## src/include/sauria_params.svh

```systemverilog
// SAURIA configuration subsystem parameters
// Bus widths, scratchpad geometry, address region codes,
// register indices and the unmapped-address read word

`ifndef SAURIA_PARAMS_SVH
`define SAURIA_PARAMS_SVH

// Configuration bus
`define SAURIA_ADDR_W   32
`define SAURIA_DATA_W   32

// Scratchpad geometry
`define SCRATCH_DEPTH   64
`define SCRATCH_IDX_W   6
// Copy length of 0 to 64 words
`define COUNT_W         7

// Address bits 15:12 select the region
`define REGION_REGS     4'h0
`define REGION_MEM      4'h1

// Register indices from address bits 4:2
`define REG_CTRL        3'd0
`define REG_STATUS      3'd1
`define REG_SRC         3'd2
`define REG_DST         3'd3
`define REG_LEN         3'd4

// Read data returned for unmapped addresses
`define BAD_ADDR_WORD   32'h0BADADD2

`endif

```

## src/verilog/sauria_pkg.sv

```systemverilog
// SAURIA configuration subsystem types
// Vector typedefs for addresses, data words, scratchpad indices
// and copy lengths, plus the dataflow controller state encoding

`default_nettype none

`include "sauria_params.svh"

package sauria_pkg;

    // ------------------------------------------------------------
    // Bus and data
    // ------------------------------------------------------------
    typedef logic [`SAURIA_ADDR_W-1:0]  cfg_addr_t;
    typedef logic [`SAURIA_DATA_W-1:0]  cfg_data_t;

    // ------------------------------------------------------------
    // Scratchpad and copy descriptor
    // ------------------------------------------------------------
    typedef logic [`SCRATCH_IDX_W-1:0]  mem_idx_t;
    typedef logic [`COUNT_W-1:0]        word_count_t;

    // Register index within the register region
    typedef logic [2:0]                 reg_idx_t;

    // Dataflow controller states
    typedef enum logic [1:0] {
        IDLE,
        READ,
        WRITE,
        DONE
    } ctrl_state_t;

endpackage

`default_nettype wire

```

## src/verilog/dma_word_counter.sv

```systemverilog
// DMA word counter
// Source and destination pointers and the remaining word count.
// Pointers wrap around the scratchpad.

`timescale 1ns/10ps
`default_nettype none

module dma_word_counter
    import sauria_pkg::*;
(
    input  logic        i_system_clk,
    input  logic        i_arst_n,

    input  logic        i_load,
    input  logic        i_step,
    input  mem_idx_t    i_src,
    input  mem_idx_t    i_dst,
    input  word_count_t i_len,

    output mem_idx_t    o_src_ptr,
    output mem_idx_t    o_dst_ptr,
    output logic        o_last_word
);

    word_count_t remain_q;

    always_ff @(posedge i_system_clk or negedge i_arst_n) begin
        if (!i_arst_n) begin
            o_src_ptr <= '0;
            o_dst_ptr <= '0;
            remain_q  <= '0;
        end else if (i_load) begin
            o_src_ptr <= i_src;
            o_dst_ptr <= i_dst;
            remain_q  <= i_len;
        end else if (i_step) begin
            // Natural 6-bit overflow gives the wrap at 64
            o_src_ptr <= o_src_ptr + 1'b1;
            o_dst_ptr <= o_dst_ptr + 1'b1;
            remain_q  <= remain_q - 1'b1;
        end
    end

    assign o_last_word = (remain_q == word_count_t'(1));

endmodule

`default_nettype wire

```

## config.mk

```make
export PLATFORM = sky130hd
export DESIGN_NAME = dma_word_counter
export DESIGN_NICKNAME = d
export VERILOG_FILES = /design/src/verilog/sauria_pkg.sv /design/src/verilog/dma_word_counter.sv
export VERILOG_INCLUDE_DIRS = /design/src /design/src/include
export SDC_FILE = /design/constraint.sdc
export NUM_CORES = 1
export LEC_CHECK = 0
export ABC_AREA = 0
export BUFFER_PORTS_ARGS = -buffer_cell sky130_fd_sc_hd__buf_4
export CAP_MARGIN = 10
export CORE_ASPECT_RATIO = 2
export CORE_MARGIN = 3
export CORE_UTILIZATION = 25
export CTS_BUF_LIST = sky130_fd_sc_hd__clkbuf_16
export DETAILED_ROUTE_END_ITERATION = 7
export PLACE_DENSITY_LB_ADDON = 0.2
export SYNTH_ARGS = -nofsm -noshare
export SYNTH_HDL_FRONTEND = slang
export SYNTH_SLANG_ARGS = --single-unit
```

## constraint.sdc

```tcl
create_clock -name i_system_clk -period 2.1 [get_ports i_system_clk]
set_input_delay 0.63 -clock i_system_clk [delete_from_list [all_inputs] [get_ports i_system_clk]]
set_output_delay 0.63 -clock i_system_clk [all_outputs]
set_load 0.01 [all_outputs]
```

# == After elaboration in Yosys (flattened, before gate mapping) ==
# Index checks and enable logic that the tools add are counted.
# word_totals
register_bits,19
latch_bits,0
ram_bits,0
romBits,0
in_bits,23
output_inout_bits,13
elab_cells,14
memories,0
# classes
addsub,3
mul,0
n_div,0
order_cmp,0
n_eq_ne,1
shifts,0
mux,6
bitwise,0
n_reduce_logical,1
# op_table
operator,count
$mux 6,4
$mux 7,2
$add 6x1->6 const B,2
$eq 7x1->1 const B,1
$sub 7x1->7 const B,1
$reduce_bool 2->1,1

# == Longest topological paths before layout ==
# logic_depth
word_depth,3
ltp_mapped,5
ltp_nobuf,5

# == Worst setup path before layout ==
# Ideal clock, no wire load.
# synth_timing
kind,reg-to-output
from,reg remain_q[2]
to,out o_last_word
arrival_time_ns,1.268
required_ns,1.470
setup_slack_ns,0.202
path_stages_with_launch,3
path_buffers,0
cell_sequence,dfrtp_1 or4_4 nor3b_1
# synth_between
elab_chain_len,1
# synth_lines
item,line,rtl
from (decl),dma_word_counter.sv:25,word_count_t remain_q;
from (signal assigned),dma_word_counter.sv:35,remain_q <= i_len;
from (signal assigned),dma_word_counter.sv:40,remain_q <= remain_q - 1'b1;
$eq 7x1->1,dma_word_counter.sv:44,assign o_last_word = (remain_q == word_count_t'(1));
to (decl),dma_word_counter.sv:22,output logic o_last_word
# No other way between the ends.

# == Final worst setup path ==
# Ends and elaborated chain as after synthesis.

==> results.py <==
metrics = {
    "cts": {
        "cts_tree": "built",
        "clk_pin_slew_worst_paths_ps": 50,
        "cts_max_level": 1,
        "numCtsBuffers": 3,
        "cts_sinks": 19,
        "clock_path_buffers": 2,
        "clock_latency_ps": 250,
        "ctsRootBufferMaster": "clkbuf_16",
    },
    "floorplanning": {
        "fp.dieArea_um2": 4880,
        "start_util": 0.260,
        "die_h_um": 95.9,
        "rows": 32,
        "ios": 36,
        "die_w_um": 50.9,
        "core-area_um2": 3880,
    },
    "global_routing": {
        "grt_pass1_wl_mm": 3.70,
        "globalRouteTotalUtil": 0.100,
        "grt_pass1_vias": 826,
        "grt_max_degree": 35,
        "overflow": 0,
        "grt_antenna_before_repair": 0,
    },
    "finish": {
        "drive_above_1_share": 0.301,
        "design_area_um2": 1430,
        "final_cell_mix": "buf_4, nand2_1, o21ai_0, dfrtp_1, xor2_1",
        "layout.cells.most_common": "buf_4",
        "final_core_util": 0.367,
        "diodes": 0,
        "syn2layout_area_growth_pct": 41.3,
        "fillers": 427,
        "layout.nets": 174,
    },
    "sta": {
        "clock.fmax_mhz": 476,
        "setup-violations-final": 1,
        "hold_viol_final": 0,
        "finalCritPeriodShare": 1.00,
        "skew_ps": 2.35,
        "rsz0062_at_grt": "true",
        "tightest_slew_ps": 355,
        "slew_viol_final": 0,
        "period_needed_ps": 2100,
        "max-slew-margin-rel": 0.760,
        "setup_slack_ps": -1.20,
    },
    "outcome": {
        "violations": "setup timing",
        "status": "complete, but fails checks",
    },
    "placed_design": {
        "place_congestion": 0.730,
        "hpwl_mm": 1.77,
        "place_area_um2": 1320,
        "place_ws_ps": 147,
        "portBuffers": 35,
    },
    "detailed_routing": {
        "vias_per_cell": 4.39,
        "dr.pass1.iters": 4,
        "vias": 865,
        "ant_nets": 0,
        "wire_per_inst_um": 11.9,
        "wl_mm": 2.35,
        "drt-initial-drc-count": 20,
        "drc": 0,
    },
    "worst_setup_path": {
        "cp_cell_sequence": "or4_4, nor3b_2, buf_4",
        "required_ps": 1470,
        "startpoint_type": "register",
        "max_stage_delay_ps": 550,
        "crit_path_end_kind": "output pin",
        "crit_type": "reg2out",
        "path_max_fanout": 3,
        "critPathArrivalTime_ps": 1470,
        "slowest_stage": "or4_4",
    },
    "logic_synthesis": {
        "netlist_area_um2": 1010,
        "synth-seq-cells": 19,
        "syn-num-nets": 135,
        "synth.avg_cell_area_um2": 9.35,
        "syn_inst": 108,
        "ys_types": 23,
        "ys_seq_area_frac": 0.471,
        "ys_warn_count": 0,
    },
    "power_and_ir_drop": {
        "power_uw": 1070,
        "p_leak_uw": 0.000644,
        "powerDensity_nw_per_um2": 751,
        "vdd_drop_max_v": 0.000311,
    },
    "min_path": {
        "hold_class": "in2async",
    },
    "job": {
        "cap_violations": 0,
    },
}
-- critical path, delay by kind of cell (launching register included) --
family	cells	cell delay, ps
buf+inv	1	140
flops	1	370
simple gates	2	710
-- cells by family (layout without fill, tap and decap cells) --
group           count (synthesis)  in the layout  synth area share
compound gates                 24             24             0.128
xor+xnor                       12             12             0.104
fa+ha+maj                       4              4            0.0496
buf+inv                         7             45            0.0273
flops                          19             19             0.471
mux                             2              2            0.0198
simple gates                   40             40             0.201
-- flip-flops by register name (all words and copies together), names as in the netlist --
register and cells:
remain_q 7, o_src_ptr 6, o_dst_ptr 6
-- synth_stat cells (all sizes together) --
cell,count,area share
nand2,21,0.078
dfrtp,19,0.47
o21ai,19,0.094
xor2,7,0.061
xnor2,5,0.043
ha,4,0.050
nand4,4,0.025
nor2,4,0.015
a31oi,3,0.019
clkbuf,3,0.011
inv,3,0.011
or3,3,0.019
mux2i,2,0.020
nor3b,2,0.015
a21oi,1,0.0050
a311o,1,0.0099
and2,1,0.0062
and4bb,1,0.012
buf,1,0.0050
nand2b,1,0.0062
nor3,1,0.0050
nor4b,1,0.0087
or4,1,0.011
-- report_power, final --
group	internal [µW]	switching (µW)	total (µW)	leakage [µW]
clock	253	133	386	0.0000423
combinational	126	104	230	0.000375
sequential	410	45.8	456	0.000227
-- final timing paths --
kind,end,cells after the start,slack [ps],start
worst max-delay path,o_last_word,3,-1,remain_q[2]
worst min-delay path,o_dst_ptr[5],1,240,i_arst_n
worst max register to register,remain_q[6],3,590,remain_q[2]
worst min register to register,o_src_ptr[5],2,580,o_src_ptr[5]
max in group asynchronous,o_src_ptr[5],1,1650,i_arst_n
min in group i_system_clk,o_src_ptr[5],2,580,o_src_ptr[5]
-- layer usage --
metal | share of wire | wire (µm) | global-route usage
met1 | 0.40 | 933 | 0.108
met2 | 0.54 | 1270 | 0.178
met3 | 0.038 | 89 | 0.0171
met4 | 0.024 | 56 | 0.0607
met5 | 0 | 0 | 0
-- metrics by stage --
stage | hold slack, ps | setup TNS (ps) | instances
4_1_cts | 254 | -11.9 | 196
2_1_floorplan | 334 | 0 | 108
5_1_grt | 262 | -93.6 | 197
6_report | 244 | -1.20 | 197
3_3_place_gp | 521 | 0 | 190
3_5_place_dp | 522 | 0 | 190
-- area by class of cell --
type                    count  area (µm²)  share of cell area
well taps                  51        63.8              0.0447
clock buffers               3        75.1              0.0526
flip-flops and latches     19         475               0.333
multi-input cells          82         512               0.359
inverters                   3        11.3             0.00789
repair buffers             38         285               0.200
clock inverters             1        3.75             0.00263
-- timing repair --
item                                    CTS  global route
cloned                                    0             0
resized for setup                         1             0
endpoints found under the setup margin    1             1
hold buffers                              0             0
pin swaps                                 0             0
buffers inserted                          2             1
Note: power is estimated with default switching activity, not from simulation.
