<file path="config.mk">
export PLATFORM = sky130hd
export DESIGN_NAME = df_control_fsm
export DESIGN_NICKNAME = d
export VERILOG_FILES = /design/src/verilog/sauria_pkg.sv /design/src/verilog/df_control_fsm.sv
export VERILOG_INCLUDE_DIRS = /design/src /design/src/include
export SDC_FILE = /design/constraint.sdc
export NUM_CORES = 1
export LEC_CHECK = 0
export BUFFER_PORTS_ARGS = -buffer_cell sky130_fd_sc_hd__buf_2
export CORE_AREA = 2 2 39 41
export DETAILED_ROUTE_END_ITERATION = 10
export DIE_AREA = 0 0 41 43
export HOLD_SLACK_MARGIN = 0.12
export PLACE_DENSITY = 0.47
export SYNTH_ARGS = -nofsm -noshare
export SYNTH_HDL_FRONTEND = slang
export SYNTH_SLANG_ARGS = --single-unit
</file>
<file path="constraint.sdc">
create_clock -name i_system_clk -period 1 [get_ports i_system_clk]
set_clock_uncertainty 0.1 [all_clocks]
set_input_delay 0.05 -clock i_system_clk [delete_from_list [all_inputs] [get_ports i_system_clk]]
set_output_delay 0.05 -clock i_system_clk [all_outputs]
set_load 0.05 [all_outputs]
</file>
<file path="src/include/sauria_params.svh">
// SAURIA configuration subsystem parameters
// Bus widths, scratchpad geometry, address region codes,
// register indices and the unmapped-address read word

`ifndef SAURIA_PARAMS_SVH
`define SAURIA_PARAMS_SVH

// Configuration bus
`define SAURIA_ADDR_W   32
`define SAURIA_DATA_W   32

// Scratchpad geometry
`define SCRATCH_DEPTH   64
`define SCRATCH_IDX_W   6
// Copy length of 0 to 64 words
`define COUNT_W         7

// Address bits 15:12 select the region
`define REGION_REGS     4'h0
`define REGION_MEM      4'h1

// Register indices from address bits 4:2
`define REG_CTRL        3'd0
`define REG_STATUS      3'd1
`define REG_SRC         3'd2
`define REG_DST         3'd3
`define REG_LEN         3'd4

// Read data returned for unmapped addresses
`define BAD_ADDR_WORD   32'h0BADADD2

`endif

</file>
<file path="src/verilog/sauria_pkg.sv">
// SAURIA configuration subsystem types
// Vector typedefs for addresses, data words, scratchpad indices
// and copy lengths, plus the dataflow controller state encoding

`default_nettype none

`include "sauria_params.svh"

package sauria_pkg;

    // ------------------------------------------------------------
    // Bus and data
    // ------------------------------------------------------------
    typedef logic [`SAURIA_ADDR_W-1:0]  cfg_addr_t;
    typedef logic [`SAURIA_DATA_W-1:0]  cfg_data_t;

    // ------------------------------------------------------------
    // Scratchpad and copy descriptor
    // ------------------------------------------------------------
    typedef logic [`SCRATCH_IDX_W-1:0]  mem_idx_t;
    typedef logic [`COUNT_W-1:0]        word_count_t;

    // Register index within the register region
    typedef logic [2:0]                 reg_idx_t;

    // Dataflow controller states
    typedef enum logic [1:0] {
        IDLE,
        READ,
        WRITE,
        DONE
    } ctrl_state_t;

endpackage

`default_nettype wire

</file>
<file path="src/verilog/df_control_fsm.sv">
// Dataflow controller
// Sequences a scratchpad copy: one READ and one WRITE cycle per
// word, then a one-cycle DONE. Zero length goes straight to DONE.

`timescale 1ns/10ps
`default_nettype none

module df_control_fsm
    import sauria_pkg::*;
(
    input  logic        i_system_clk,
    input  logic        i_arst_n,

    input  logic        i_start,
    input  word_count_t i_len,
    input  logic        i_last_word,

    output logic        o_load,
    output logic        o_step,
    output logic        o_rd_en,
    output logic        o_wr_en,
    output logic        o_busy,
    output logic        o_done
);

    ctrl_state_t state_q;
    ctrl_state_t state_d;

    always_comb begin
        state_d = state_q;
        case (state_q)
            IDLE: begin
                if (i_start) begin
                    state_d = (i_len == '0) ? DONE : READ;
                end
            end
            READ:  state_d = WRITE;
            WRITE: state_d = i_last_word ? DONE : READ;
            DONE:  state_d = IDLE;
            default: state_d = IDLE;
        endcase
    end

    always_ff @(posedge i_system_clk or negedge i_arst_n) begin
        if (!i_arst_n) begin
            state_q <= IDLE;
        end else begin
            state_q <= state_d;
        end
    end

    // Counter picks up the descriptor with the start
    assign o_load  = (state_q == IDLE) && i_start;
    // Read data is on port B in the following WRITE cycle
    assign o_rd_en = (state_q == READ);
    assign o_wr_en = (state_q == WRITE);
    assign o_step  = (state_q == WRITE);
    assign o_busy  = (state_q != IDLE);
    assign o_done  = (state_q == DONE);

    // Counter holds the new length one cycle after the load
    a_load_count: assert property (
        @(posedge i_system_clk) disable iff (!i_arst_n)
        o_load |=> (i_last_word == ($past(i_len) == word_count_t'(1)))
    );

endmodule

`default_nettype wire

</file>
# Yosys cells after proc, flatten, opt, wreduce, memory -nomap -nowiden
# Cells that the tools add are included.
[word_totals]
reg_bits = 2
in_bits = 11
output_inout_bits = 6
word_cells = 13
[classes]
n_eq_ne = 4
mux = 4
n_reduce_logical = 4
[ops]
columns = ["cell", "n"]
rows = [
  ["2-bit case mux with 4 select lines", 1],
  ["7-bit zero test", 1],
  ["2-bit two-way mux", 3],
  ["2-bit == test (second input constant)", 2],
  ["2-bit by 1-bit == test with 1-bit output (second input constant)", 1],
  ["2-bit zero test", 1],
  ["2-bit inequality test (second input constant)", 1],
  ["2-bit nonzero test", 1],
  ["1-bit logical AND", 1],
]

# Longest topological paths before layout
# Gate-level depths: netlist of run 1.
[logic_depth]
word_depth = 4
ltp_mapped = 3

# Least setup slack after synthesis of run 1
# No wires, ideal clock.
[synth_path]
kind = "register -> output"
from = "register state_q[1]"
to = "output port o_wr_en"
arrival_ns = 1.483
setup_slack_ns = -0.633
stages_incl_launch_ff = 3
path_buffers = 1
cell_sequence = "dfrtp_1 nor2b_1 buf_4"
[synth_between]
elab_chain_len = 1
[synth_lines]
columns = ["item", "line_no", "source"]
rows = [
  ["start: declaration", "df_control_fsm.sv:26", "ctrl_state_t state_q;"],
  ["start signal: assignment", "df_control_fsm.sv:48", "state_q <= state_d;"],
  ["2-bit == test", "-", ""],
  ["end: declaration", "df_control_fsm.sv:21", "output logic o_wr_en,"],
]
# Every way passes these cells.

# Final worst setup path of run 1
[layout_path]
from = "register state_q[0]"
to = "output port o_load"
[layout_between]
elab_chain_len = 2
[layout_lines]
columns = ["item", "line_no", "source"]
rows = [
  ["2-bit zero test", "df_control_fsm.sv:53", "assign o_load = (state_q == IDLE) && i_start;"],
  ["1-bit logical AND", "df_control_fsm.sv:53", ""],
  ["end: declaration", "df_control_fsm.sv:18", "output logic o_load,"],
]
# Every way passes these cells.

==> impl_metrics.yaml, run 1 <==
run_status:
  status: "finished, violations left"
  violations_in_the_final_reports: "setup timing"
min_path:
  min-delay-path-class: "in -> reg"
  hold_depth: 4
global_route:
  met1_usage: 0.09615
  number_of_antenna_violations_at_the_first_check_in_global_routing: 0
  gr-usage-all-layers: 0.09328
  grt-ovfl-total: 0
  grt.met3_usage: 0.04188
  gr-max-usage-layer: "met2"
  first_global_vias: 240
  grt.met2_usage: 0.1344
  grt_pass1_wl_um: 966
  grt_max_degree: 6
layout:
  post_route_cells_drive_above_1_share: 0.7381
  antenna_cells: 0
  layout.nets: 55
  final_cell_count_no_fill: 58
  max_ffs_per_register: 2
  largest_registers: "state_q (2)"
  area.growth.synth_to_final_pct: 192.2
  largest-register: "state_q"
die:
  floorplan.die.width_um: 41
  core_mm2: 0.001384
  floorplan.initialDensity: 0.1040
  fp.dieArea_mm2: 0.001763
  placement_rows: 14
  chipHeight_um: 43
  io_pins: 17
clock_network:
  numCtsBuffers: 3
  count_of_clock_tree_sinks: 2
  insertion_delay_ns: 0.22
  cts_tree: "yes"
  clk_path_buf_depth: 2
  cts.root.buffer_cell: "clkbuf_4"
  h-tree-depth: 1
  postCtsHoldBufs: 5
  cts.reportedPaths.clkPinSlew_ns: 0.03
timing:
  timing.final.crit_period_ns: 1.246
  finalCritPeriodShare: 1.246
  worstMarginPinSlew_ns: 0.2477
  setup-violations-final: 7
  timing_max_transition_violations_final: 0
  maxClockFrequency_mhz: 802.8
  grt_setup_unrepaired: "yes"
  endpoints_failing_hold: 0
  max_slew_margin: 0.8360
  final_worst_path_setup_slack_ns: -0.2457
  worst_hold_slack_ns: 0.1057
power:
  leakage_uw: 0.0002092
  p_per_area_mw_per_mm2: 3694
  vdd_drop_max_mv: 0.9127
drt:
  wl_per_cell_um: 11.34
  drt_pre_antenna_iters: 2
  vias_per_cell: 3.586
  dr.first_iter.drc_count: 1
  drcViolationCount: 0
  vias: 208
  routed_wirelength_um: 658
  ant_nets: 0
logic_synthesis:
  synth_fp_nets: 27
  ys_top_cells_by_count: "nor2_1, a21oi_1, dfrtp_1, nor2b_1"
  syn_area_per_cell_um2: 8.993
  yosysSeqAreaShare: 0.3478
  synth_async_sr_flop_share: 1.000
  yosys.cell_count.top_type: "nor2_1"
  synth-seq-cells: 2
  netlist-cell-type-count: 11
  synth.top_cell.area_share: 0.3478
  synth_top_area_cell: "dfrtp_1"
  synth_enable_flop_cells: 0
  synthesis.yosys.warnings: 0
  synth_area_leaders: "dfrtp_1, nor4b_2, nor2b_1"
  yosys_most_used_dff: "dfrtp_1"
  combined_area_of_all_synthesized_cells_um2: 143.9
  syn_inst: 16
critical_path:
  cp_max_fo: 3
  critical_path.startpoint_type: "flip-flop"
  critPathKind: "reg -> out"
  cp.arrival_ns: 1.10
  r2r_worst_path_depth: 3
  crit_path_end_kind: "primary output"
  cp.required_ns: 0.85
placed_design:
  buffer_ports.inserted: 16
  numPlacedInstances: 49
  gp_routability_congestion: 0.6093
  post-place-ws_ns: -0.09606
run:
  maximum_capacitance_violations: 0
==> cell type report <==
class	instances	area (µm²)
Timing Repair Buffer	24	205.2
Fill cell	152	963.4
Inverter	1	3.754
Multi-Input combinational cell	12	118.9
Tap cell	16	20.02
Sequential cell	2	50.05
Clock buffer	3	22.52
==> report_power, final <==
group          internal (µW)  switching (µW)  leakage [µW]  total (µW)
clock                    132            45.3     0.0000138         178
combinational            537             690      0.000172        1230
sequential               124            24.4     0.0000239         148
==> path summary, 6_finish.rpt <==
| check | slack (ns) | start | to |
|---|---|---|---|
| worst max-delay path | -0.25 | state_q[0] | o_load |
| worst min-delay path | 0.11 | i_len[3] | state_q[1] |
| worst max register to register | -0.06 | state_q[0] | state_q[1] |
| worst min register to register | 0.48 | state_q[1] | state_q[1] |
| max in group asynchronous | 0.07 | i_arst_n | state_q[0] |
| min in group asynchronous | 0.60 | i_arst_n | state_q[1] |
==> worst max-delay path, cell delays in order (launching register included) <==
cell	delay, ns
dfrtp_1	0.38
or2_4	0.25
nor2_4	0.09
buf_8	0.15
==> kinds of logic (layout without fill, tap and decap cells) <==
kind of cell    count (synthesis)  after routing  share of synthesized area
simple gates                   10             10                     0.5044
buf+inv                         2             28                    0.07826
flops                           2              2                     0.3478
compound gates                  2              2                    0.06957
==> per-layer routing <==
metal  vias to the layer above  wire, µm  share of wire
met5                         -         0              0
met4                         0         0              0
met3                         0        96           0.15
met2                        17       289           0.44
met1                        86       272           0.41
li1                        105         -              -
==> repair_timing <==
action / in CTS / in global routing
buffers inserted: 1 / 0
pin swaps: 1 / 2
gates resized for setup: 17 / 3
setup endpoints to repair: 7 / 7
cloned: 0 / 0
endpoints found under the hold margin: 4 / 1
==> through the flow <==
stage | util | area [µm²] | TNS [ns] | total power [µW]
global route | 0.3038 | 420.4 | -1.574 | 1631
floorplan | - | 161.4 | -0.5731 | 827.5
global placement | 0.1944 | 269.0 | -0.2219 | 1019
finish | 0.3038 | 420.4 | -1.291 | 1553
CTS | 0.2966 | 410.4 | -1.328 | 1526
detailed placement | 0.1944 | 269.0 | -0.2080 | 1023
==> cells in the final DEF (no fill, tap or decap) <==
master | netlist | final
nor2_4 | 0 | 1
dfrtp_1 | 2 | 2
buf_8 | 0 | 3
dlygate4sd3_1 | 0 | 4
buf_4 | 1 | 1
a21oi_2 | 0 | 1
nor4b_2 | 1 | 1
nor2_1 | 3 | 2
or2_4 | 1 | 1
clkbuf_4 | 0 | 3
nor4_2 | 1 | 1
buf_2 | 0 | 11
nor2b_4 | 0 | 2
nand2b_4 | 0 | 1
and2_4 | 0 | 1
a21oi_1 | 2 | 1
dlymetal6s4s_1 | 0 | 1
inv_1 | 1 | 1
buf_6 | 0 | 4
Note: power is estimated with default switching activity, not from simulation.
==> inputs of run 2 (changes only) <==
--- a/config.mk
+++ b/config.mk
@@ -6,12 +6,15 @@
 export SDC_FILE = /design/constraint.sdc
 export NUM_CORES = 1
 export LEC_CHECK = 0
+export ABC_AREA = 1
 export BUFFER_PORTS_ARGS = -buffer_cell sky130_fd_sc_hd__buf_2
 export CORE_AREA = 2 2 39 41
 export DETAILED_ROUTE_END_ITERATION = 10
 export DIE_AREA = 0 0 41 43
 export HOLD_SLACK_MARGIN = 0.12
-export PLACE_DENSITY = 0.47
+export PLACE_DENSITY = 0.48
+export RECOVER_POWER = 100
+export SLEW_MARGIN = 15
 export SYNTH_ARGS = -nofsm -noshare
 export SYNTH_HDL_FRONTEND = slang
 export SYNTH_SLANG_ARGS = --single-unit
==> run 2 against run 1 <==
Maximum frequency grew 7.0%. Synthesized cell count grew 56%. Highest routed layer unchanged. Largest power group unchanged. Register-to-register slack lost 0.03 ns. Worst setup slack gained 0.082 ns. Largest cell class unchanged. Global-route usage shrank 1.5 points. The flow still finishes with violations (setup timing). Non-clock buffer count grew 4. Wire length shrank 24%. Core utilization grew 1.7 points. Power shrank 1.0%. Die area is the same.
==> impl_metrics.yaml, run 2 <==
run_status:
  status: "finished, violations left"
  violations_in_the_final_reports: "setup timing"
timing:
  maxClockFrequency_mhz: 859.0
  timing.final.crit_period_ns: 1.164
  grt_setup_unrepaired: "yes"
  final_worst_path_setup_slack_ns: -0.1641
  worstMarginPinSlew_ns: 0.2456
  setup-violations-final: 7
  finalCritPeriodShare: 1.164
  endpoints_failing_hold: 0
  worst_hold_slack_ns: 0.09816
  max_slew_margin: 0.8374
  timing_max_transition_violations_final: 0
logic_synthesis:
  yosys.cell_count.top_type: "nor2_1"
  synth_area_leaders: "dfrtp_1, nor2_1, nand2_1"
  synth_fp_nets: 36
  synth_top_area_cell: "dfrtp_1"
  combined_area_of_all_synthesized_cells_um2: 151.4
  synth_enable_flop_cells: 0
  netlist-cell-type-count: 10
  syn_area_per_cell_um2: 6.056
  synth_async_sr_flop_share: 1.000
  ys_top_cells_by_count: "nor2_1, nand2_1, inv_1"
  syn_inst: 25
  synth.top_cell.area_share: 0.3306
  yosys_most_used_dff: "dfrtp_1"
  yosysSeqAreaShare: 0.3306
  synth-seq-cells: 2
  synthesis.yosys.warnings: 0
drt:
  vias_per_cell: 3.535
  wl_per_cell_um: 7.000
  drt_pre_antenna_iters: 4
  drcViolationCount: 0
  vias: 251
  routed_wirelength_um: 497
  ant_nets: 0
  dr.first_iter.drc_count: 2
layout:
  post_route_cells_drive_above_1_share: 0.6000
  largest-register: "state_q"
  postLayoutCellArea_um2: 444.2
  final_util: 0.3210
  antenna_cells: 0
  final_cell_count_no_fill: 71
  layout.nets: 68
  max_ffs_per_register: 2
  largest_registers: "state_q (2)"
  area.growth.synth_to_final_pct: 193.4
  layout_common_cells: "buf_2, dlygate4sd3_1, nor2_1"
  mostFrequentLayoutCell: "buf_2"
  fillerInstances: 147
critical_path:
  critical_path.startpoint_type: "flip-flop"
  r2r_worst_path_depth: 5
  crit_path_top_delay_cell: "dfrtp_1"
  critical_path.max_stage_delay_ns: 0.37
  cp.required_ns: 0.85
  r2r-start: "state_q[1]"
  cp_max_fo: 3
  cp_cell_sequence: "buf_4 > nor2_2 > buf_6"
  crit_path_end_kind: "primary output"
  critPathKind: "reg -> out"
  cp.arrival_ns: 1.01
  critPathLaunch: "state_q[1]"
min_path:
  hold_path.startpoint: "i_len[1]"
  min-delay-path-class: "in -> reg"
  hold_depth: 6
die:
  floorplan.die.width_um: 41
  core_mm2: 0.001384
  chipHeight_um: 43
  fp.dieArea_mm2: 0.001763
  floorplan.initialDensity: 0.1094
  placement_rows: 14
  io_pins: 17
global_route:
  number_of_antenna_violations_at_the_first_check_in_global_routing: 0
  grt_pass1_wl_um: 821
  grt_max_degree: 4
  grt-ovfl-total: 0
  first_global_vias: 243
  gr-usage-all-layers: 0.07839
power:
  vdd_drop_max_mv: 0.7660
  leakage_uw: 0.0002296
  p_per_area_mw_per_mm2: 3461
placed_design:
  gp_routability_congestion: 0.6367
  numPlacedInstances: 58
  post_dp_cell_area_um2: 281.5
  buffer_ports.inserted: 16
  detailed_place_hpwl_um: 348.5
clock_network:
  clk_path_buf_depth: 2
  cts.root.buffer_cell: "clkbuf_4"
  count_of_clock_tree_sinks: 2
  cts.reportedPaths.clkPinSlew_ns: 0.03
  insertion_delay_ns: 0.22
  numCtsBuffers: 3
  cts_tree: "yes"
  h-tree-depth: 1
run:
  maximum_capacitance_violations: 0
## run 2: cell types whose count changed after synthesis
cell,delta
nor2b_1,-2
nor4b_2,-1
nor2_2,+1
nand2_1,+5
or2_4,-1
nand2_2,+1
inv_1,+2
and2_1,-1
o21ai_2,+1
inv_2,+2
nor4_2,-1
a21oi_1,-1
nand2b_1,-1
nor2_1,+5
## run 2: stage by stage
step                      setup WS [ns]  power (µW)   TNS, ns
after floorplan                 -0.1338       903.3   -0.3947
after global placement         -0.03370        1076  -0.04107
after detailed placement       -0.05239        1078  -0.06288
after CTS                       -0.1815        1499    -1.071
after global routing            -0.2206        1620    -1.323
final                           -0.1641        1537    -1.002
## run 2: report_power, final
part | internal [µW] | total, µW | switching (µW)
Sequential | 123 | 152 | 28.4
Clock | 133 | 180 | 47.7
Combinational | 475 | 1210 | 731
Total | 730 | 1540 | 807
## run 2: area by class of cell
class                      count  area (µm²)  area share
timing repair buffer          28       232.7      0.5239
multi-input combinational     17       100.1      0.2254
clock buffer                   3       22.52     0.05070
inverter                       5       18.77     0.04225
sequential                     2       50.05      0.1127
tap                           16       20.02     0.04507
## run 2: worst paths after layout
check | to | slack [ns]
min in group asynchronous | state_q[1] | 0.58
worst min-delay path | state_q[1] | 0.1
worst max-delay path | o_rd_en | -0.16
worst max register to register | state_q[1] | -0.09
max in group asynchronous | state_q[0] | 0.10
worst min register to register | state_q[0] | 0.50
## run 2: repair_timing
action	4_1_cts	5_1_grt
cloned	0	0
setup buffers	2	0
hold buffers	8	0
pin swaps	2	0
endpoints found under the hold margin	4	0
endpoints found under the setup margin	6	8
resized for setup	11	4
## run 2: cell families (layout without fill, tap and decap cells)
kind of cell,count (synthesis),count (layout),share of synthesized area
buf+inv,6,36,0.1736
simple gates,15,15,0.4050
compound gates,2,2,0.09089
flops,2,2,0.3306
## run 2: critical path, delay by kind of cell, from the launching register on
kind | cells | cell delay [ns]
flops | 1 | 0.37
buf+inv | 2 | 0.31
simple gates | 1 | 0.11
## run 2: metal layers
layer / wire (µm) / track usage
met1: 163 / 0.05161
met5: 0 / 0
met2: 279 / 0.1281
met3: 55 / 0.03141
met4: 0 / 0.1000
