## src/include/sauria_params.svh

```systemverilog
// SAURIA configuration subsystem parameters
// Bus widths, scratchpad geometry, address region codes,
// register indices and the unmapped-address read word

`ifndef SAURIA_PARAMS_SVH
`define SAURIA_PARAMS_SVH

// Configuration bus
`define SAURIA_ADDR_W   32
`define SAURIA_DATA_W   32

// Scratchpad geometry
`define SCRATCH_DEPTH   64
`define SCRATCH_IDX_W   6
// Copy length of 0 to 64 words
`define COUNT_W         7

// Address bits 15:12 select the region
`define REGION_REGS     4'h0
`define REGION_MEM      4'h1

// Register indices from address bits 4:2
`define REG_CTRL        3'd0
`define REG_STATUS      3'd1
`define REG_SRC         3'd2
`define REG_DST         3'd3
`define REG_LEN         3'd4

// Read data returned for unmapped addresses
`define BAD_ADDR_WORD   32'h0BADADD2

`endif

```

## src/verilog/sauria_pkg.sv

```systemverilog
// SAURIA configuration subsystem types
// Vector typedefs for addresses, data words, scratchpad indices
// and copy lengths, plus the dataflow controller state encoding

`default_nettype none

`include "sauria_params.svh"

package sauria_pkg;

    // ------------------------------------------------------------
    // Bus and data
    // ------------------------------------------------------------
    typedef logic [`SAURIA_ADDR_W-1:0]  cfg_addr_t;
    typedef logic [`SAURIA_DATA_W-1:0]  cfg_data_t;

    // ------------------------------------------------------------
    // Scratchpad and copy descriptor
    // ------------------------------------------------------------
    typedef logic [`SCRATCH_IDX_W-1:0]  mem_idx_t;
    typedef logic [`COUNT_W-1:0]        word_count_t;

    // Register index within the register region
    typedef logic [2:0]                 reg_idx_t;

    // Dataflow controller states
    typedef enum logic [1:0] {
        IDLE,
        READ,
        WRITE,
        DONE
    } ctrl_state_t;

endpackage

`default_nettype wire

```

## src/verilog/cfg_bus_decoder.sv

```systemverilog
// Configuration bus decoder
// Wishbone classic slave. Accepts one request at a time, decodes the
// region from address bits 15:12 and forwards the access to the
// register block or the scratchpad. Unmapped addresses get err with
// a fixed read word. The response comes one cycle after acceptance.

`timescale 1ns/10ps
`default_nettype none

`include "sauria_params.svh"

module cfg_bus_decoder
    import sauria_pkg::*;
(
    input  logic        i_system_clk,
    input  logic        i_arst_n,

    // Wishbone slave
    input  logic        i_wb_cyc,
    input  logic        i_wb_stb,
    input  logic        i_wb_we,
    input  cfg_addr_t   i_wb_adr,
    input  cfg_data_t   i_wb_dat,
    output cfg_data_t   o_wb_dat,
    output logic        o_wb_ack,
    output logic        o_wb_err,

    // Register block
    output logic        o_reg_we,
    output reg_idx_t    o_reg_idx,
    output cfg_data_t   o_reg_wdat,
    input  cfg_data_t   i_reg_rdat,

    // Scratchpad debug port
    output logic        o_mem_en,
    output logic        o_mem_we,
    output mem_idx_t    o_mem_idx,
    output cfg_data_t   o_mem_wdat,
    input  cfg_data_t   i_mem_rdat
);

    logic       accept;
    logic [3:0] region;
    logic       reg_hit;
    logic       mem_hit;
    logic       sel_mem_q;
    cfg_data_t  rdat_q;

    // ------------------------------------------------------------
    // Acceptance and region decode
    // ------------------------------------------------------------
    // No new request while the response is on the bus
    assign accept  = i_wb_cyc && i_wb_stb && !(o_wb_ack || o_wb_err);
    assign region  = i_wb_adr[15:12];
    assign reg_hit = accept && (region == `REGION_REGS);
    assign mem_hit = accept && (region == `REGION_MEM);

    // Writes take effect in the accept cycle
    assign o_reg_we   = reg_hit && i_wb_we;
    assign o_reg_idx  = i_wb_adr[4:2];
    assign o_reg_wdat = i_wb_dat;

    assign o_mem_en   = mem_hit;
    assign o_mem_we   = mem_hit && i_wb_we;
    assign o_mem_idx  = i_wb_adr[`SCRATCH_IDX_W+1:2];
    assign o_mem_wdat = i_wb_dat;

    // ------------------------------------------------------------
    // Response
    // ------------------------------------------------------------
    always_ff @(posedge i_system_clk or negedge i_arst_n) begin
        if (!i_arst_n) begin
            o_wb_ack  <= 1'b0;
            o_wb_err  <= 1'b0;
            sel_mem_q <= 1'b0;
        end else begin
            o_wb_ack  <= reg_hit || mem_hit;
            o_wb_err  <= accept && !reg_hit && !mem_hit;
            sel_mem_q <= mem_hit;
        end
    end

    // Register data or the error word, captured at acceptance
    always_ff @(posedge i_system_clk) begin
        if (accept) begin
            rdat_q <= reg_hit ? i_reg_rdat : `BAD_ADDR_WORD;
        end
    end

    // Scratchpad data is already registered inside the memory
    assign o_wb_dat = sel_mem_q ? i_mem_rdat : rdat_q;

    // Every response belongs to a request accepted one cycle earlier
    a_one_response: assert property (
        @(posedge i_system_clk) disable iff (!i_arst_n)
        (o_wb_ack || o_wb_err) |-> !(o_wb_ack && o_wb_err) && $past(accept)
    );

endmodule

`default_nettype wire

```

## config.mk

```make
export PLATFORM = sky130hd
export DESIGN_NAME = cfg_bus_decoder
export DESIGN_NICKNAME = d
export VERILOG_FILES = /design/src/verilog/sauria_pkg.sv /design/src/verilog/cfg_bus_decoder.sv
export VERILOG_INCLUDE_DIRS = /design/src /design/src/include
export SDC_FILE = /design/constraint.sdc
export NUM_CORES = 1
export LEC_CHECK = 0
export BUFFER_PORTS_ARGS = -buffer_cell sky130_fd_sc_hd__buf_4
export CORE_AREA = 2 2 93 95
export CTS_CLUSTER_SIZE = 20
export DETAILED_ROUTE_END_ITERATION = 10
export DIE_AREA = 0 0 95 97
export PLACE_DENSITY = 0.75
export SLEW_MARGIN = 0
export SYNTH_ARGS = -nofsm -noshare
export SYNTH_HDL_FRONTEND = slang
export SYNTH_SLANG_ARGS = --single-unit
```

## constraint.sdc

```tcl
create_clock -name i_system_clk -period 4.6 [get_ports i_system_clk]
set_clock_uncertainty 0.05 [all_clocks]
set_input_delay 0.92 -clock i_system_clk [delete_from_list [all_inputs] [get_ports i_system_clk]]
set_output_delay 0.92 -clock i_system_clk [all_outputs]
set_load 0.1 [all_outputs]
```

Word-level counts from Yosys, hierarchy flattened
Cells that the tools add are included.
{ "op_classes": {"reduce_logical": 14, "n_eq_ne": 1, "mux": 1} }
{ "op_table": {"columns": ["op", "count"], "rows": [
  ["32-bit two-way mux", 1],
  ["1-bit logical AND", 8],
  ["4-bit by 1-bit equality test with 1-bit output, second input constant", 1],
  ["4-bit logical NOT", 1],
  ["1-bit logical NOT", 3],
  ["1-bit logical OR", 2]
]} }
{ "word_totals": {"in_bits": 133, "wordCells": 20, "regBits": 35, "out_inout_bits": 110} }

Depth between registers and ports, before layout
Gate-level depths: netlist (run 1).
{ "depth": {"ltp_word": 7, "depth_mapped": 5, "mapped_depth_nobuf": 3} }

Worst setup path after synthesis (run 1)
No wires, ideal clock.
{ "synth_timing": {"kind": "register -> output", "startpoint": "register o_wb_ack", "endpoint": "output port o_reg_we", "n_path_buf": 2, "stages_incl_launch_ff": 6, "setup_slack_ns": 0.352, "arrival_time_ns": 3.278, "required_ns": 3.630, "path_cell_list": "dfrtp_1 > nand4bb_1 > clkbuf_1 > inv_1 > clkbuf_1 > and3_1"} }
{ "synth_via": {"elab_chain_len": 5} }
{ "synth_rtl": {"columns": ["item", "line_no", "text"], "rows": [
  ["start, declared", "cfg_bus_decoder.sv:25", "output logic o_wb_ack,"],
  ["start signal, assigned", "cfg_bus_decoder.sv:77", "o_wb_ack <= reg_hit || mem_hit;"],
  ["1-bit logical OR", "cfg_bus_decoder.sv:53", "assign accept = i_wb_cyc && i_wb_stb && !(o_wb_ack || o_wb_err);"],
  ["1-bit logical NOT", "cfg_bus_decoder.sv:53", null],
  ["1-bit logical AND", "cfg_bus_decoder.sv:53", null],
  ["via accept", "cfg_bus_decoder.sv:42", "logic accept;"],
  ["1-bit logical AND", "cfg_bus_decoder.sv:55", "assign reg_hit = accept && (region == `REGION_REGS);"],
  ["1-bit logical AND", "cfg_bus_decoder.sv:59", "assign o_reg_we = reg_hit && i_wb_we;"],
  ["end, declared", "cfg_bus_decoder.sv:29", "output logic o_reg_we,"]
]} }
The timed path passes the listed nets, and every way through them passes these cells.

Worst setup path in the final report (run 1)
{ "layout_timing": {"startpoint": "input port i_wb_stb", "endpoint": "output port o_mem_we"} }
{ "layout_via": {"elab_chain_len": 4} }
{ "layout_rtl": {"columns": ["item", "line_no", "text"], "rows": [
  ["start, declared", "cfg_bus_decoder.sv:20", "input logic i_wb_stb,"],
  ["1-bit logical AND (2 in series)", "cfg_bus_decoder.sv:53", null],
  ["1-bit logical AND", "cfg_bus_decoder.sv:56", "assign mem_hit = accept && (region == `REGION_MEM);"],
  ["1-bit logical AND", "cfg_bus_decoder.sv:64", "assign o_mem_we = mem_hit && i_wb_we;"],
  ["end, declared", "cfg_bus_decoder.sv:36", "output logic o_mem_we,"]
]} }
Every way passes these cells.

==> out/qor.yml, run 1 <==
outcome: "finished, final reports clean"
numCtsBuffers: 5
avgSynthCellArea_um2: 11.8
crit_path_end: "o_mem_we"
clk_latency_ns: 0.27
tightest_slew_ns: 1.23
fp.dieArea_um2: 9220
slowest_delay_ns: 0.35
reg2reg_to: "rdat_q[2]"
grt_pass1_vias: 1436
powerDensity_nw_per_um2: 283
max_freq_ghz: 0.313
tns_ns: 0
maxCapViolCount: 0
crit_path_max_fanout: 19
portBuffers: 109
power.leakage_nw: 1.15
syn_area_um2: 2270
hold_viol: 0
dieWidth_um: 95
nets: 361
syn_inst: 192
vias: 1442
fp-row-count: 33
cp-start-kind: "input port"
drt_iter0_drc: 35
routed_wl_mm: 5.58
synth-seq-area-share_pct: 45.7
totalPowerFinal_uw: 774
gp_congestion: 0.663
layout_commonest_cell: "buf_4"
rsz0062_at_grt: "no"
vdd_drop_max_v: 0.000107
cts.sinks: 35
post-dp-hpwl_mm: 4.64
post_cts_buffers: 0
mostFrequentLayoutCells: "112 x buf_4, 32 x mux2_2, 32 x edfxtp_1"
relSlewSlack_pct: 18.1
overflow: 0
drc_errors: 0
post_cts_resize_count: 0
start_util_pct: 27.9
worst_ep_arrival_time_ns: 2.22
cts_tree: "built"
num_io_pins: 243
fillers: 811
grt_pass1_wl_mm: 7.86
multi_input_area_um2: 643
synth_cell_types: 18
drtPass1Iterations: 4
ff_latch_area_um2: 1040
cts_max_level: 2
cpMaxStageDelayCell: "inv_1"
required_ns: 3.63
hp-class: "input port to asynchronous set/reset pin"
hold_buffers: 0
reg2reg_from: "o_wb_err"
clk_path_buf_depth: 2
finalSetupViolations: 0
avgViaCountPerCell: 4.32
grt_use_total_pct: 11.3
crit_chain: "buf_4 > nand4bb_1 > buf_4 > inv_1 > and4_2 > buf_4"
drv_slew: 0
syn-num-nets: 325
finalCriticalPeriod_ns: 3.19
core_area_um2: 8130
post-route-period-util_pct: 69.4
drtAntennaViolNets: 0
cts_root_buffer: "clkbuf_8"
crit_path_frequent_cell: "buf_4"
reg2reg_slack_ns: 2.62
wl_per_cell_um: 16.7
grt_max_degree: 36
reg2reg_depth: 5
critPathKind: "input port to output pin"
die_y_um: 97
ys_seq_elements: 35
endpoint_kind: "output pin"
critPathLaunch: "i_wb_stb"
drive_above_1_share_pct: 70.3
clkSlewWorstSetupHoldPaths_ns: 0.06
num_antenna_cells: 0
area_growth_pct: 20.7
grt_antenna_before_repair: 0
synth_warnings: 0
[metrics by stage]
| stage | setup slack (ns) | utilization (%) | instances | hold slack, ns | instance area, um2 |
|---|---|---|---|---|---|
| after global routing | 1.31 | 33.6 | 334 | 0.358 | 2740 |
| after detailed placement | 1.40 | 32.6 | 326 | 0.661 | 2660 |
| after floorplan | 0.352 | - | 192 | 0.574 | 2270 |
| after global placement | 1.42 | 32.6 | 326 | 0.660 | 2660 |
| final | 1.41 | 33.6 | 334 | 0.371 | 2740 |
| after CTS | 1.40 | 33.6 | 334 | 0.360 | 2740 |
[final cells by class]
class                           instances  share of cell area (%)
Timing Repair Buffer                  112                    30.7
Multi-Input combinational cell         73                    23.5
Inverter                                1                   0.137
Sequential cell                        35                    37.9
Clock buffer                            6                    2.65
Clock inverter                          2                   0.320
Tap cell                              105                    4.80
[synth_stat cells, drive strengths merged]
library cell | count | area, um2
nor3 | 1 | 5.00
and4 | 1 | 10.0
and2 | 1 | 6.26
edfxtp | 32 | 961
inv | 1 | 3.75
or3 | 17 | 115
buf | 77 | 568
or4 | 1 | 11.3
dfrtp | 3 | 75.1
and3 | 17 | 108
nor4 | 1 | 6.26
mux2 | 32 | 360
clkbuf | 6 | 22.5
nand4bb | 1 | 11.3
nor2 | 1 | 3.75
[how the worst min path moves through the flow]
stage                   from  endpoint  slack, ns  cells after the start
floorplan           i_arst_n  o_wb_ack       0.57                      0
global placement    i_arst_n  o_wb_ack       0.66                      1
detailed placement  i_arst_n  o_wb_ack       0.66                      1
CTS                 i_arst_n  o_wb_err       0.36                      1
global route        i_arst_n  o_wb_err       0.36                      1
finish              i_arst_n  o_wb_err       0.37                      1
[worst max-delay path: cells and delay by family]
family,cells,cell delay [ns]
buffers and inverters,4,0.92
AND/OR/NAND/NOR,2,0.38
[power by group]
part           switching (mW)  total [mW]  internal (mW)
sequential            0.00471       0.364          0.359
combinational           0.134       0.203         0.0692
clock                   0.103       0.207          0.104
[logic make-up (layout without fill, tap and decap cells)]
logic type / after synthesis / after routing / share of synthesized area, %
buf+inv: 84 / 121 / 26.2
flops: 35 / 35 / 45.7
simple gates: 41 / 41 / 12.2
mux: 32 / 32 / 15.9
[sequential cells by signal (all words and copies together) (netlist names)]
name / count
o_wb_ack: 1
o_wb_err: 1
rdat_q: 32
sel_mem_q: 1
[per-layer routing]
layer | GRT usage [%] | part of all wire, %
met1 | 9.12 | 28
met2 | 21.6 | 52
met3 | 6.39 | 17
met4 | 4.35 | 2.3
met5 | 0 | 0
No activity file was read; power rests on OpenSTA's default activity.
==> run 2: changes to the inputs <==
--- a/config.mk
+++ b/config.mk
@@ -7,11 +7,11 @@
 export NUM_CORES = 1
 export LEC_CHECK = 0
 export BUFFER_PORTS_ARGS = -buffer_cell sky130_fd_sc_hd__buf_4
-export CORE_AREA = 2 2 93 95
+export CORE_AREA = 2 2 94 96
 export CTS_CLUSTER_SIZE = 20
 export DETAILED_ROUTE_END_ITERATION = 10
-export DIE_AREA = 0 0 95 97
-export PLACE_DENSITY = 0.75
+export DIE_AREA = 0 0 96 98
+export PLACE_DENSITY = 0.73
 export SLEW_MARGIN = 0
 export SYNTH_ARGS = -nofsm -noshare
 export SYNTH_HDL_FRONTEND = slang
==> constraint.sdc (replaced) <==
create_clock -name i_system_clk -period 3.1 [get_ports i_system_clk]
set_clock_uncertainty 0.05 [all_clocks]
set_input_delay 0.62 -clock i_system_clk [delete_from_list [all_inputs] [get_ports i_system_clk]]
set_output_delay 0.62 -clock i_system_clk [all_outputs]
set_load 0.1 [all_outputs]
==> out/qor.yml, run 2 (same netlist as run 1, synthesis figures left out) <==
vdd_drop_max_v: 0.000138  # +29%
maxCapViolCount: 0  # unchanged
drtPass1Iterations: 2  # -2
portBuffers: 109  # unchanged
post-route-period-util_pct: 76.5
cts_root_buffer: "clkbuf_8"
ff_latch_area_um2: 1040  # unchanged
avgViaCountPerCell: 4.33  # +0.35%
grt_pass1_wl_mm: 8.78  # +12%
cts_tree: "built"
num_io_pins: 243  # unchanged
cts_max_level: 2  # unchanged
hold_viol: 0  # unchanged
vias: 1473  # +2.1%
powerDensity_nw_per_um2: 430  # +52%
drc_errors: 0  # unchanged
drtAntennaViolNets: 0  # unchanged
finalSetupViolations: 0  # unchanged
largest_register_ffs: 32  # unchanged
fp-row-count: 34  # +3.0%
outcome: "finished, final reports clean"
grt_pass1_vias: 1516  # +5.6%
hold_ws_ns: 0.0647  # -0.306 ns
wl_per_cell_um: 18.0  # +7.7%
gp_congestion: 0.680  # +2.5%
routed_wl_mm: 6.12  # +9.6%
area_growth_pct: 22.5
grt_use_total_pct: 12.6  # +1.3 points
endpoint_kind: "output pin"
rsz0062_at_grt: "no"
dpl.cell_count: 332  # +1.8%
tightest_slew_ns: 0.420  # -0.808 ns
core_area_um2: 8470  # +4.1%
required_ns: 2.43  # -1.20 ns
relSlewSlack_pct: 71.8  # +54 points
drv_slew: 0  # unchanged
layoutNonFillerInstCount: 340  # +1.8%
drt_iter0_drc: 43  # +23%
numCtsBuffers: 5  # unchanged
fillers: 857  # +5.7%
grt_antenna_before_repair: 0  # unchanged
power.leakage_nw: 1.16  # +1.2%
clk_path_buf_depth: 2  # unchanged
dieWidth_um: 96  # +1.1%
post_cts_resize_count: 0  # unchanged
worst_ep_arrival_time_ns: 1.70  # -0.52 ns
regMostFlops: "rdat_q"
crit_path_max_fanout: 4  # -15
max_freq_ghz: 0.422
fp.dieArea_um2: 9410  # +2.1%
die_y_um: 98  # +1.0%
clkSlewWorstSetupHoldPaths_ns: 0.07  # about the same
hold_buffers: 0  # unchanged
overflow: 0  # unchanged
mostFrequentLayoutCells: "115 x buf_4, 32 x mux2_2, 32 x edfxtp_1"
critPathKind: "input port to output pin"
grt_max_degree: 27  # -25%
start_util_pct: 26.8  # -1.1 points
multi_input_area_um2: 648  # +0.78%
clk_latency_ns: 0.28  # about the same
drive_above_1_share_pct: 71.6  # +1.2 points
finalCriticalPeriod_ns: 2.37
post-dp-hpwl_mm: 4.90  # +5.7%
hp-class: "input port to asynchronous set/reset pin"
layout_commonest_cell: "buf_4"
nets: 364  # +0.83%
post_cts_buffers: 0  # unchanged
cp-start-kind: "input port"
num_antenna_cells: 0  # unchanged
cts.sinks: 35  # unchanged
==> run 2: changes by cell type in the layout (fill, tap and decap cells not counted), sizes merged <==
cell    previous run  this run
buf              112       115
clkbuf             6         7
inv                1         0
==> run 2: area by class of cell <==
class / instances / area share (%)
sequential: 35 / 37.3
timing repair buffer: 115 / 31.1
multi-input combinational: 73 / 23.3
tap: 108 / 4.86
clock buffer: 7 / 3.11
clock inverter: 1 / 0.180
inverter: 1 / 0.135
==> run 2: report_power, final <==
part | total [mW] | switching (mW) | leakage [nW] | internal, mW
Sequential | 0.538 | 0.00475 | 0.327 | 0.533
Clock | 0.348 | 0.169 | 0.0482 | 0.179
Combinational | 0.308 | 0.204 | 0.788 | 0.104
Total | 1.19 | 0.377 | 1.16 | 0.816
==> run 2: worst paths after layout <==
kind	start	to	slack, ns	depth (start not counted)
max in group asynchronous	i_arst_n	sel_mem_q	2.84	1
max reg2reg	o_wb_err	rdat_q[24]	1.48	3
min in group i_system_clk	i_reg_rdat[10]	rdat_q[10]	0.54	2
min reg2reg	o_wb_ack	o_wb_err	0.81	3
min	i_arst_n	o_wb_err	0.06	1
max	i_wb_adr[13]	o_mem_we	0.73	4
==> run 2: worst max-delay path, stage by stage <==
cell and delay, ns:
buf_4 0.12, nor3_1 0.38, and4_2 0.28, buf_4 0.29
==> run 2: per-stage QoR <==
stage	setup slack, ns	power [mW]	TNS [ns]	util, %	instance area [um2]
after global placement	0.740	0.854	0	31.7	2690
after floorplan	-0.0347	1.19	-0.0347	-	2270
after global routing	0.681	1.25	0	32.8	2780
final	0.729	1.19	0	32.8	2780
after detailed placement	0.736	0.859	0	31.7	2690
after CTS	0.735	1.21	0	32.8	2780
==> run 2: routing by layer <==
layer  up-vias  global-route usage, %  routed length (um)
li1        677                      -                   -
met1       663                   11.8                1900
met2       121                   23.2                3280
met3        12                   7.02                 855
met4         0                   3.30                  76
met5         -                      0                   0
==> run 3: changes to the inputs <==
--- a/config.mk
+++ b/config.mk
@@ -7,11 +7,11 @@
 export NUM_CORES = 1
 export LEC_CHECK = 0
 export BUFFER_PORTS_ARGS = -buffer_cell sky130_fd_sc_hd__buf_4
-export CORE_AREA = 2 2 94 96
+export CORE_AREA = 2 2 95 97
 export CTS_CLUSTER_SIZE = 20
 export DETAILED_ROUTE_END_ITERATION = 10
-export DIE_AREA = 0 0 96 98
-export PLACE_DENSITY = 0.73
+export DIE_AREA = 0 0 97 99
+export PLACE_DENSITY = 0.75
 export SLEW_MARGIN = 0
 export SYNTH_ARGS = -nofsm -noshare
 export SYNTH_HDL_FRONTEND = slang
==> constraint.sdc (replaced) <==
create_clock -name i_system_clk -period 2.11 [get_ports i_system_clk]
set_clock_uncertainty 0.05 [all_clocks]
set_input_delay 0.422 -clock i_system_clk [delete_from_list [all_inputs] [get_ports i_system_clk]]
set_output_delay 0.422 -clock i_system_clk [all_outputs]
set_load 0.1 [all_outputs]
==> out/qor.yml, run 3 (same netlist as run 1, synthesis figures left out) <==
gp_congestion: 0.720  # +5.8%
wl_met3_um: 652  # -24%
vdd_drop_max_v: 0.000203  # +46%
drtPass1Iterations: 3  # +1
drc_errors: 0  # unchanged
clk_latency_ns: 0.28  # about the same
reg2reg_depth: 5  # +2
regMostFlops: "rdat_q"
routed_wl_mm: 5.78  # -5.5%
start_util_pct: 26.5  # -0.27 points
powerDensity_nw_per_um2: 647  # +51%
crit_path_max_fanout: 4  # unchanged
p_seq_share_pct: 42.5  # -2.5 points
finalCriticalPeriod_ns: 1.99
largest_register_ffs: 32  # unchanged
crit_chain: "nand4bb_4 > inv_4 > and4_4 > buf_8"
overflow: 0  # unchanged
worstHoldStart: "i_reg_rdat[25]"
cts_root_buffer: "clkbuf_8"
finalSetupViolations: 0  # unchanged
cts_tree: "built"
sw_frac_of_total_pct: 28.9  # -2.7 points
p_int_mw: 1.32  # +62%
fp.dieArea_um2: 9600  # +2.1%
endpoint_kind: "output pin"
required_ns: 1.64  # -0.79 ns
power_switching_uw: 539  # +43%
layout_commonest_cell: "buf_4"
rsz0062_at_grt: "no"
hold_end: "rdat_q[25]"
max_freq_ghz: 0.503
nets: 366  # +0.55%
outcome: "finished, final reports clean"
hold_viol: 0  # unchanged
wl_per_cell_um: 16.9  # -6.0%
dpl.cell_count: 332  # unchanged
tightest_slew_ns: 0.442  # +0.0214 ns
avgViaCountPerCell: 4.25  # -1.9%
reg2reg_slack_ns: 0.28  # -1.20 ns
hp-class: "input port to flop"
maxCapViolCount: 0  # unchanged
cts_max_level: 2  # unchanged
hold_ws_ns: 0.354  # +0.289 ns
power_frac_comb_pct: 24.6  # -1.2 points
die_y_um: 99  # +1.0%
dieWidth_um: 97  # +1.0%
clockPowerShare_pct: 32.9  # +3.7 points
fp-row-count: 34  # unchanged
grt_pass1_vias: 1489  # -1.8%
wl_met1_mm: 1.84  # -3.2%
min_path_cells: 2
grt_antenna_before_repair: 0  # unchanged
topRoutingLayerUsed: "met4"
layoutNonFillerInstCount: 342  # +0.59%
drive_above_1_share_pct: 73.5  # +2.0 points
worst_ep_arrival_time_ns: 1.52  # -0.18 ns
cpMaxStageDelayCell: "dfrtp_4"
clk_path_buf_depth: 2  # unchanged
num_io_pins: 243  # unchanged
critPathKind: "flop to output pin"
portBuffers: 109  # unchanged
grt_max_degree: 38  # +41%
place_ws_ns: 0.142  # -0.594 ns
area_growth_pct: 27.0
drt_iter0_drc: 27  # -37%
num_antenna_cells: 0  # unchanged
wl_met2_mm: 3.12  # -4.9%
post-route-period-util_pct: 94.3
drv_slew: 0  # unchanged
layout_setup_ws_ns: 0.121  # -0.608 ns
clkSlewWorstSetupHoldPaths_ns: 0.07  # about the same
reg2reg_from: "o_wb_err"
cp-start-kind: "flop"
core_area_um2: 8550  # +1.0%
vias: 1453  # -1.4%
mostFrequentLayoutCells: "112 x buf_4, 32 x mux2_2, 32 x edfxtp_1"
grt_use_total_pct: 11.6  # -1.0 points
grt_pass1_wl_mm: 8.65  # -1.5%
reg2reg_to: "rdat_q[5]"
relSlewSlack_pct: 70.3  # -1.4 points
power.leakage_nw: 1.19  # +2.5%
numCtsBuffers: 5  # unchanged
slowest_delay_ns: 0.48  # +0.10 ns
totalPowerFinal_mw: 1.86  # +56%
drtAntennaViolNets: 0  # unchanged
cts.sinks: 35  # unchanged
tns_ns: 0  # unchanged
post-dp-hpwl_mm: 4.80  # -2.1%
==> run 3: changes by cell type in the layout (fill, tap and decap cells not counted), moves of 2 or more <==
cell / previous run / this run
buf_4: 115 / 112
buf_8: 0 / 3
dfrtp_1: 3 / 1
dfrtp_4: 0 / 2
==> run 3: worst max-delay path: cells and delay by family (launching register included) <==
family	cells	cell delay, ns
DFF	1	0.48
and+or+nand+nor	2	0.47
buffers and inverters	2	0.28
==> run 3: worst max path at each step <==
| stage | endpoint | cells past startpoint | startpoint | slack, ns |
|---|---|---|---|---|
| floorplan | o_mem_en | 5 | o_wb_err | -0.03 |
| global placement | o_mem_we | 4 | o_wb_err | 0.15 |
| detailed placement | o_mem_we | 4 | o_wb_err | 0.14 |
| CTS | o_mem_we | 4 | o_wb_err | 0.01 |
| global route | o_wb_dat[27] | 3 | sel_mem_q | 0.05 |
| finish | o_mem_we | 4 | o_wb_err | 0.12 |
==> run 3: layout make-up <==
| type | instances | area [um2] |
|---|---|---|
| fill | 858 | 5670 |
| sequential | 35 | 1040 |
| timing repair buffer | 117 | 907 |
| multi-input combinational | 73 | 669 |
| tap | 108 | 135 |
| clock buffer | 6 | 82.6 |
| clock inverter | 2 | 35.0 |
| inverter | 1 | 6.26 |
==> run 3: power by group through the flow <==
stage / clock network, mW / registers, mW / logic [mW]
final: 0.613 / 0.792 / 0.458
after global routing: 0.670 / 0.795 / 0.478
after CTS: 0.637 / 0.793 / 0.459
after detailed placement: 0 / 0.808 / 0.454
after global placement: 0 / 0.807 / 0.449
after floorplan: 0 / 0.814 / 0.937
==> run 3: timing repair <==
item | in CTS | in global routing
setup endpoints to repair | 3 | 16
hold buffers | 1 | 0
resized for setup | 4 | 5
setup buffers | 1 | 0
endpoints found under the hold margin | 3 | 0
==> run 3: stage by stage <==
| stage | utilization (%) | instance area [um2] |
|---|---|---|
| global route | 33.7 | 2880 |
| finish | 33.7 | 2880 |
| global placement | 31.6 | 2700 |
| detailed placement | 31.6 | 2700 |
| CTS | 33.4 | 2850 |
| floorplan | - | 2320 |
==> run 3: layer usage <==
layer,global-route usage [%],up-vias
li1,-,683
met1,11.3,635
met4,5.20,0
met3,4.40,20
met2,21.7,115
met5,0,-
